--- src/design/complexFirPkg.sv ---
package complexFirPkg;

	// Width of one real or imaginary component of a sample or a coefficient.
	localparam int dataWidth = 8;

	// Largest filter the design supports. The tapCount parameter must stay at or below it.
	localparam int maxTaps = 16;

	// Bits needed to address any tap of the largest filter.
	localparam int tapIndexWidth = $clog2(maxTaps);

	// A full-scale product needs two data widths.
	// Summing maxTaps products adds log2(maxTaps) bits, and the complex subtraction one more.
	localparam int accumWidth = 2 * dataWidth + tapIndexWidth + 1;

	// One component of an input sample.
	typedef logic signed [dataWidth-1:0] sample_t;

	// One component of a filter coefficient.
	typedef logic signed [dataWidth-1:0] coef_t;

	// One component of a filter result.
	typedef logic signed [accumWidth-1:0] accum_t;

	// Position of a coefficient in the bank or in the core's coefficient register.
	typedef logic [tapIndexWidth-1:0] tapIndex_t;

	// Complex input sample, real part in the upper half.
	typedef struct packed {
		sample_t re;
		sample_t im;
	} complexSample_t;

	// Complex coefficient, laid out like a sample.
	typedef struct packed {
		coef_t re;
		coef_t im;
	} complexCoef_t;

	// Complex filter output at full accumulator precision.
	typedef struct packed {
		accum_t re;
		accum_t im;
	} complexResult_t;

	// Filter core states.
	typedef enum logic [1:0] {
		stIdle,
		stLoading,
		stFiltering,
		stStopping
	} firState_t;

endpackage

--- src/design/coefficientBank.sv ---
`timescale 1ns/100ps

module coefficientBank #(
	parameter int tapCount = 12
) (
	input  logic                        clock,
	input  logic                        rstN,
	input  logic                        coefWrite,
	input  complexFirPkg::tapIndex_t    coefIndex,
	input  complexFirPkg::complexCoef_t coefData,
	input  logic                        loadCoefficients,
	input  logic                        loadDone,
	input  logic                        filterActive,
	output complexFirPkg::complexCoef_t coefStream,
	output logic                        coefShift,
	output logic                        coefLast
);

	import complexFirPkg::*;

	// Index of the final entry, the one that is sent together with coefLast.
	localparam tapIndex_t lastIndex = tapIndex_t'(tapCount - 1);

	complexCoef_t bank [tapCount];
	tapIndex_t readIndex;
	logic awaitingDone;
	logic startStream;

	// A load pulse only starts a stream when the bank is quiet and the core is not filtering.
	// While a stream is running, or until the core confirms it with loadDone, pulses are dropped.
	assign startStream = loadCoefficients && !coefShift && !awaitingDone && !filterActive;

	// Host writes land at any time.
	// An index past the configured tap count has no entry and is dropped.
	always_ff @(posedge clock) begin
		if (!rstN) begin
			for (int i = 0; i < tapCount; i++) begin
				bank[i] <= '0;
			end
		end else if (coefWrite && (int'(coefIndex) < tapCount)) begin
			bank[coefIndex] <= coefData;
		end
	end

	// Read sequencer.
	// The first entry is registered on the edge that samples the load pulse.
	// Each later edge presents the next entry, so coefShift stays high for tapCount cycles.
	always_ff @(posedge clock) begin
		if (!rstN) begin
			readIndex <= '0;
			coefStream <= '0;
			coefShift <= 1'b0;
			coefLast <= 1'b0;
			awaitingDone <= 1'b0;
		end else begin
			if (coefShift) begin
				if (coefLast) begin
					// The final entry has been taken, so the stream ends here.
					coefShift <= 1'b0;
					coefLast <= 1'b0;
					awaitingDone <= 1'b1;
				end else begin
					coefStream <= bank[readIndex];
					coefLast <= (readIndex == lastIndex);
					if (readIndex != lastIndex) begin
						readIndex <= readIndex + tapIndex_t'(1);
					end
				end
			end else if (startStream) begin
				// Entry 0 goes first and ends up at tap 0 in the core.
				coefStream <= bank[0];
				coefShift <= 1'b1;
				coefLast <= 1'b0;
				readIndex <= tapIndex_t'(1);
			end

			// The core has switched to filtering. The bank may accept a pulse again after a stop.
			if (loadDone) begin
				awaitingDone <= 1'b0;
			end
		end
	end

endmodule

--- config.mk ---
export PLATFORM = sky130hd
export DESIGN_NAME = coefficientBank
export DESIGN_NICKNAME = d
export VERILOG_FILES = /design/src/design/complexFirPkg.sv /design/src/design/coefficientBank.sv
export SDC_FILE = /design/constraint.sdc
export NUM_CORES = 1
export LEC_CHECK = 0
export BUFFER_PORTS_ARGS = -buffer_cell sky130_fd_sc_hd__buf_2
export CORE_MARGIN = 2
export CORE_UTILIZATION = 64
export CTS_BUF_LIST = sky130_fd_sc_hd__clkbuf_4
export DETAILED_ROUTE_END_ITERATION = 16
export GPL_ROUTABILITY_DRIVEN = 0
export HOLD_SLACK_MARGIN = 0.06
export PLACE_DENSITY = 0.82
export SLEW_MARGIN = 10
export SYNTH_ARGS = -nofsm -noshare
export SYNTH_HDL_FRONTEND = slang
export SYNTH_SLANG_ARGS = --single-unit
--- constraint.sdc ---
create_clock -name clock -period 3.2 [get_ports clock]
set_clock_uncertainty 0.15 [all_clocks]
set_input_delay 0 -clock clock [delete_from_list [all_inputs] [get_ports clock]]
set_output_delay 0 -clock clock [all_outputs]
set_load 0.05 [all_outputs]
Word level (Yosys, flattened, before mapping)
Memory sizes are Yosys's and may differ from the RTL's. A register that Yosys moved wholly into a read port is not among the register bits.
Cells that the tools add are included.
- register bits after elaboration: 23
- output and inout bits: 18
- bits in writable memories: 192
- memories kept: 1
- word-level logic and storage cells: 49
- input port bits: 26
- memory list (name ; depth ; bits a word ; rd ports ; clocked after Yosys merged registers in ; wr ports ; RTL line ; RTL):
    bank ; 12 ; 16 ; 2 ; 1 ; 12 ; coefficientBank.sv:24 ; complexCoef_t bank [tapCount];
- add/subtract/negate cells: 1
- order comparisons: 1
- mux-type cells: 22
- bitwise gates (word level): 1
- equality and inequality tests: 4
- reductions and logical operators: 13
- operators by type and width (kind ; count):
    $mux W16 ; 4
    $mux W4 ; 7
    $reduce_or A16 Y1 ; 1
    $mux W1 ; 11
    $add A4 B1 Y4 const B ; 1
    $eq A4 B4 Y1 const B ; 1
    $logic_and A1 B1 Y1 ; 4
    $lt A4 B4 Y1 const B ; 1
    $ne A4 B4 Y1 const B ; 1
    $reduce_and A2 Y1 ; 2
    $logic_not A1 Y1 ; 3
    $reduce_and A3 Y1 ; 1
    $ne A2 B1 Y1 const B ; 1
    $ne A2 B2 Y1 const B ; 1
    $reduce_bool A2 Y1 ; 1
    $reduce_or A2 Y1 ; 1
    $not A1 Y1 ; 1

Depth between registers and ports, before layout
Gate-level depths: netlist of run 1.
- word-level depth: 8
- gate-level depth with buffers: 6
- gate-level depth less buffers: 5

Least setup slack after synthesis of run 1
OpenSTA, ideal clock, no wires.
- kind: input -> register
- start point: in coefIndex[3]
- end point: mem bank[3][0] (netlist bit), enable pin
- required time: 2639 ps
- arrival: 1723 ps
- slack: 916 ps
- library setup time: 411 ps
- buffers on the path: 1
- stages on the path: 3
- cell sequence: or3_1 > clkbuf_1 > o21ai_0
- RTL lines (element ; RTL line ; RTL):
    start: declaration ; coefficientBank.sv:9 ; input complexFirPkg::tapIndex_t coefIndex,
    end: declaration ; coefficientBank.sv:24 ;

==> results of run 1 <==
==> per-stage QoR <==
step	worst slack, ns	area [um^2]	hold slack [ns]
3_3_place_gp	0.774	13200	0.0269
3_5_place_dp	0.687	13200	0.0298
5_1_grt	0.188	14500	0.0955
6_report	0.223	14500	0.0917
4_1_cts	0.325	14500	0.0683
2_1_floorplan	0.916	12500	-0.0739
==> cell usage after synthesis <==
master / count / share of area (%)
clkbuf_4: 1 / 0.061
nand2b_1: 5 / 0.25
buf_4: 3 / 0.18
xor2_1: 2 / 0.14
dfxtp_1: 27 / 4.4
nor3_1: 2 / 0.081
edfxtp_1: 256 / 62
nor3_2: 1 / 0.081
nand4b_1: 3 / 0.21
nor2_1: 31 / 0.95
buf_8: 1 / 0.12
or2b_1: 1 / 0.061
nand3_1: 18 / 0.73
nor3b_1: 1 / 0.061
conb_1: 1 / 0.030
a22oi_1: 1 / 0.061
or3_1: 1 / 0.051
buf_1: 4 / 0.12
buf_2: 5 / 0.20
nor4b_2: 1 / 0.12
nand3b_1: 1 / 0.061
clkbuf_1: 40 / 1.2
o21ai_0: 10 / 0.41
mux2i_1: 18 / 1.5
ha_1: 1 / 0.10
mux4_2: 64 / 12
and2_1: 195 / 9.9
nor2b_1: 18 / 0.92
a2111o_1: 15 / 1.4
buf_6: 3 / 0.27
buf_12: 1 / 0.16
a21oi_1: 2 / 0.081
a21boi_0: 10 / 0.61
a211o_1: 1 / 0.071
nand2_1: 23 / 0.70
a21boi_1: 6 / 0.37
nand4_1: 2 / 0.10
or4b_1: 1 / 0.081
==> per-layer routing <==
metal | vias up | track usage [%] | routed length (um)
met3 | 119 | 8.72 | 3170
met2 | 487 | 50.0 | 14700
li1 | 3261 | - | -
met5 | - | 0 | 0
met1 | 3782 | 39.4 | 10700
met4 | 0 | 15.2 | 1390
==> area by class of cell <==
type | count | area [um^2] | area share [%]
flip-flops and latches | 283 | 8230 | 56.9
multi-input cells | 498 | 4050 | 28.0
clock buffers | 118 | 886 | 6.12
repair buffers | 116 | 876 | 6.05
well taps | 234 | 293 | 2.02
clock inverters | 8 | 136 | 0.942
diodes | 1 | 2.50 | 0.0173
==> cells by family after synthesis <==
logic type	count (synthesis)
and+or+nand+nor	304
DFF	283
muxes	82
buffers and inverters	58
AOI/OAI and AO/OA	45
xor gates and xnor gates	2
adders and majority gates	1
other	1
==> cells in the final DEF (no fill, tap or decap), types with 2 or more instances in the layout <==
master | netlist | final
o21ai_1 | 0 | 6
bufinv_16 | 0 | 4
nand3_1 | 18 | 18
xor2_1 | 2 | 2
nor2b_1 | 18 | 18
clkbuf_4 | 1 | 118
nand2b_1 | 5 | 5
dlygate4sd3_1 | 0 | 30
a21boi_1 | 6 | 6
nand2_1 | 23 | 23
a21boi_0 | 10 | 10
conb_1 | 1 | 64
inv_2 | 0 | 2
nand4_1 | 2 | 2
o21ai_2 | 0 | 3
a2111o_1 | 15 | 15
dfxtp_1 | 27 | 25
buf_2 | 5 | 43
mux4_2 | 64 | 64
mux2i_1 | 18 | 18
buf_12 | 1 | 3
nor3_2 | 1 | 2
a21oi_1 | 2 | 2
buf_4 | 3 | 40
edfxtp_1 | 256 | 256
nand4b_1 | 3 | 3
and2_1 | 195 | 195
nor2_1 | 31 | 31
==> sequential cells by signal (all words and copies together) (netlist names), named ones only <==
signal and flops:
coefShift 1, coefStream 16, bank 256, readIndex 4
coefLast 1, awaitingDone 1
==> power breakdown <==
group / total (mW) / internal (mW) / switching (mW) / leakage (nW)
registers: 4.35 / 4.26 / 0.0845 / 2.68
clock network: 3.41 / 1.98 / 1.43 / 0.613
logic: 0.699 / 0.290 / 0.409 / 2.11
==> final timing paths <==
path / start / to / cells after the start
setup reg to reg: coefShift / coefStream[7] / 4
hold reg to reg: readIndex[3] / readIndex[3] / 2
hold / removal: coefData[0] / bank[15][0] / 2
setup / recovery: rstN / bank[8][11] / 8
==> timing repair <==
action                    in CTS  in global routing
gates resized for setup        0                  0
hold buffers                  30                  0
hold endpoints to repair     390                  0
==> out/results.tsv, run 1 <==
stage	metric	value	unit
synthesis	syn_area	12300	um^2
flow_run	cap_viol_max_count	0	
timing	max_freq	0.336	GHz
placed_design	post-place-cells	1101	
power	power	8.45	mW
worst_setup_path	worstPathRequired	3.40	ns
synthesis	synth_top_family_by_area	simple AND/OR/NAND/NOR gates	
timing	setup_viol	0	
global_routing	overflow	0	
global_routing	grt_pass1_wl	45400	um
worst_setup_path	path_buf_inv	5	
synthesis	synth-xor-area-share	0.142	%
clock_network	clockBufferDepth	3	
route	drtAntennaViolNets	0	
synthesis	yosys-mux-area-fraction	13.2	%
route	firstDrtPassIters	6	
timing	hold_viol	0	
route	wl	29900	um
floorplan	start_util	65.6	%
synthesis	ys_ff_latch	283	
clock_network	cts_tree	yes	
worst_setup_path	cp_max_fo	20	
synthesis	yosys.area_share.simple	14.4	%
clock_network	cts_setup_buffers	0	
clock_network	htreeDepth	3	
floorplan	die_h	143	um
layout	stdcell_count	1258	
timing	worst_pin_slew	0.916	ns
min_path	min_path_type	in2reg	
synthesis	yosys.area_share.adder	0.102	%
layout	area_growth	17.6	%
worst_setup_path	crit_slowest_cell	dlygate4sd3_1	
synthesis	ys_types	38	
clock_network	cts_buffers	72	
floorplan	rows	50	
synthesis	syn_avg_cell_area	15.9	um^2
synthesis	yosysWarnings	0	
timing	relSlewSlack	39.0	%
timing	period_share	93.0	%
status	status	finished, final reports clean	
route	drc_errors	0	
worst_setup_path	cp-end-kind	flop	
floorplan	die-area	20400	um^2
power	power-per-cell-area	584	nW/um^2
clock_network	clock-sinks	283	
timing	drv_slew	0	
power	p_leak	5.40	nW
worst_setup_path	crit_type	in2reg	
synthesis	ys_seq_area_share	66.9	%
placed_design	place_hpwl	17800	um
floorplan	ios	44	
worst_setup_path	slowest_delay	0.57	ns
global_routing	first_global_vias	8091	
layout	drive_gt1_share	27.7	%
floorplan	die_w	143	um
power	ir_drop	0.000371	V
worst_setup_path	reg2reg_slack	0.85	ns
worst_setup_path	crit_arrival	3.18	ns
global_routing	grt_antenna_before_repair	1	
layout	final_nets	998	
placed_design	portBuffers	43	
route	wire_per_inst	23.8	um
route	initialDrtViolationCount	866	
worst_setup_path	crit_family	buffers and inverters	
timing	period_needed	2.98	ns
clock_network	root_buffer	clkbuf_4	
layout	fin_util	77.1	%
worst_setup_path	start_kind	input pin	
global_routing	grt_util_all_layers	31.1	%
synthesis	synth_cells	776	
timing	tns	0	ns
clock_network	cts.clk_slew.worst_paths	0.06	ns
floorplan	core_area	18800	um^2
worst_setup_path	crit_chain	dlygate4sd3_1, buf_2, nand4b_1, nor3_2, dlygate4sd3_1, buf_4, nand2b_1, buf_4	
layout	fillers	1044	
synthesis	synth-compound-area-share	2.97	%
clock_network	clkLatencyLatePin	0.69	ns
timing	rsz0062_at_grt	no	
route	post_drt_via_cell_ratio	6.08	
route	dr_total_vias	7649	
global_routing	grt_start_max_net_pins	37	
Power figures use the tool's default switching activity.
==> run 2, diff against run 1 <==
--- a/config.mk
+++ b/config.mk
@@ -6,6 +6,8 @@
 export NUM_CORES = 1
 export LEC_CHECK = 0
 export BUFFER_PORTS_ARGS = -buffer_cell sky130_fd_sc_hd__buf_2
+export CAP_MARGIN = 15
+export CORE_ASPECT_RATIO = 1.4
 export CORE_MARGIN = 2
 export CORE_UTILIZATION = 64
 export CTS_BUF_LIST = sky130_fd_sc_hd__clkbuf_4
==> run 2 against run 1 <==
Against the previous run:
- global-route usage decreased by 1.5 points
- final area shrank 1.8%
- first-iteration DRC count fell by 5.0%
- non-clock buffer count shrank 9
- fmax grew 23%
- utilization down 2.5 points
- critical path depth fell by 3
- final cell count is 0.16% lower
- setup slack improved by 0.56 ns
- largest power group unchanged
==> out/results.tsv, run 2 (synthesis results as in run 1) <==
stage	metric	value	unit	change
power	p_leak	5.25	nW	-2.9%
floorplan	die-area	20400	um^2	about the same
clock_network	cts_tree	yes		
worst_setup_path	cp_max_fo	23		+15%
worst_setup_path	crit_type	reg2reg		
worst_setup_path	crit_arrival	2.79	ns	-0.39 ns
global_routing	grt.met1_usage	33.6	%	-5.8 points
min_path	min_path_type	in2reg		
route	dr_total_vias	7472		-2.3%
layout	final_nets	983		-1.5%
clock_network	cts_setup_buffers	0		unchanged
power	ir_drop	0.000283	V	-24%
timing	max_freq	0.414	GHz	+23%
layout	final-seq-area	8230	um^2	unchanged
layout	fin_util	74.6	%	-2.5 points
global_routing	first_global_vias	8088		-0.037%
power	power-per-cell-area	559	nW/um^2	-4.3%
route	post_drt_via_cell_ratio	5.95		-2.2%
global_routing	grt_pass1_wl	44200	um	-2.7%
power	power	7.95	mW	-6.0%
status	status	finished, final reports clean		
clock_network	clockBufferDepth	3		unchanged
placed_design	portBuffers	43		unchanged
layout	largest_register_ffs	256		unchanged
clock_network	htreeDepth	3		unchanged
clock_network	clock-sinks	283		unchanged
clock_network	root_buffer	clkbuf_4		
worst_setup_path	cp-end-kind	flop		
global_routing	grt_util_all_layers	29.6	%	-1.5 points
timing	tns	0	ns	unchanged
timing	hold_viol	0		unchanged
floorplan	core_area	19100	um^2	+1.6%
clock_network	cts_buffers	66		-8.3%
global_routing	grt_start_max_net_pins	37		unchanged
floorplan	ios	44		unchanged
worst_setup_path	r2r_end	coefStream[0]		
layout	fillers	1180		+13%
timing	worst_pin_slew	0.999	ns	+0.0838 ns
timing	rsz0062_at_grt	no		
power	internal_power	6.07	mW	-7.0%
worst_setup_path	reg2reg_slack	0.78	ns	-0.07 ns
placed_design	dp_slack	0.755	ns	+0.0683 ns
clock_network	cts.clk_slew.worst_paths	0.08	ns	+0.02 ns
power	switching_share	23.6	%	+0.85 points
clock_network	clkLatencyLatePin	0.66	ns	-0.03 ns
layout	drive_gt1_share	25.4	%	-2.2 points
global_routing	grt_antenna_before_repair	1		unchanged
timing	drv_slew	0		unchanged
global_routing	top_usage_layer	met2		
layout	reg_top3	bank: 256 flops, coefStream: 16 flops, readIndex: 4 flops		
power	p_seq_share	54.9	%	+3.5 points
floorplan	start_util	64.5	%	-1.0 points
floorplan	die_h	168	um	+18%
route	firstDrtPassIters	7		+1
route	wire_per_inst	22.9	um	-3.8%
power	power.switching	1.88	mW	-2.4%
worst_setup_path	worstPathRequired	3.58	ns	+0.18 ns
route	initialDrtViolationCount	823		-5.0%
floorplan	die_w	121	um	-15%
timing	finalWorstSetupSlack	0.784	ns	+0.560 ns
power	power_frac_comb	8.3	%	about the same
layout	final_common_cell	edfxtp_1		
timing	period_needed	2.42	ns	-0.560 ns
flow_run	cap_viol_max_count	0		unchanged
global_routing	grt_use_met3	6.37	%	-2.4 points
worst_setup_path	ff2ff_path_depth	5		+1
layout	most-common-layout-cells	256 x edfxtp_1, 195 x and2_1, 101 x clkbuf_4		
global_routing	grtUsageMet2	50.5	%	+0.51 points
route	drtAntennaViolNets	0		unchanged
layout	regMostFlops	bank		
worst_setup_path	start_kind	flop		
timing	setup_viol	0		unchanged
worst_setup_path	endpoint	coefStream[0]		
route	wl	28800	um	-3.9%
route	drc_errors	0		unchanged
timing	period_share	75.5	%	-18 points
floorplan	rows	60		+20%
placed_design	place_hpwl	18000	um	+1.1%
global_routing	overflow	0		unchanged
timing	relSlewSlack	33.4	%	-5.6 points
layout	area_growth	15.6	%	
power	clkPwrFrac	36.8	%	-3.5 points
layout	multi_input_comb_area	4030	um^2	-0.53%
==> run 2: critical path: stages (launching register included) <==
cell and delay [ns]:
dfxtp_4 0.66, buf_4 0.35, mux4_2 0.54, mux2i_1 0.19, nor2_1 0.07, a2111o_1 0.31
==> run 2: worst min path at each step <==
stage	start	end	cells after the start
after floorplan	loadDone	awaitingDone	1
after global placement	loadDone	awaitingDone	2
after detailed placement	loadDone	awaitingDone	2
after CTS	loadCoefficients	coefStream[6]	6
after global routing	coefData[12]	bank[12][12]	2
final	loadCoefficients	coefStream[6]	6
==> run 2: area by class of cell <==
class / count / area share, %
Antenna cell: 1 / 0.0176
Sequential cell: 283 / 57.9
Clock inverter: 18 / 0.695
Clock buffer: 101 / 5.33
Multi-Input combinational cell: 498 / 28.3
Tap cell: 248 / 2.18
Timing Repair Buffer: 107 / 5.56
==> run 2: through the flow <==
step | hold slack (ns) | instances | cell area [um^2]
floorplan | -0.0739 | 839 | 12500
global placement | 0.0109 | 1108 | 13100
detailed placement | 0.0285 | 1108 | 13100
CTS | 0.0639 | 1255 | 14200
global route | 0.120 | 1256 | 14200
finish | 0.110 | 1256 | 14200
==> run 2: layer usage <==
| layer | routed length, um | vias to the layer above |
|---|---|---|
| met3 | 1940 | 113 |
| met5 | 0 | - |
| met4 | 1600 | 0 |
| li1 | - | 3239 |
| met1 | 10100 | 3730 |
| met2 | 15200 | 390 |
==> run 2: power by group through the flow <==
stage | Combinational [mW] | Clock, mW | Sequential, mW
finish | 0.659 | 2.92 | 4.37
global route | 0.698 | 3.11 | 4.39
CTS | 0.653 | 2.95 | 4.37
detailed placement | 0.625 | 0 | 4.45
global placement | 0.608 | 0 | 4.43
floorplan | 0.400 | 0 | 4.46
==> run 2: timing repair <==
action | in CTS | in global routing
resized for setup | 0 | 0
hold buffers | 28 | 0
endpoints found under the hold margin | 364 | 0
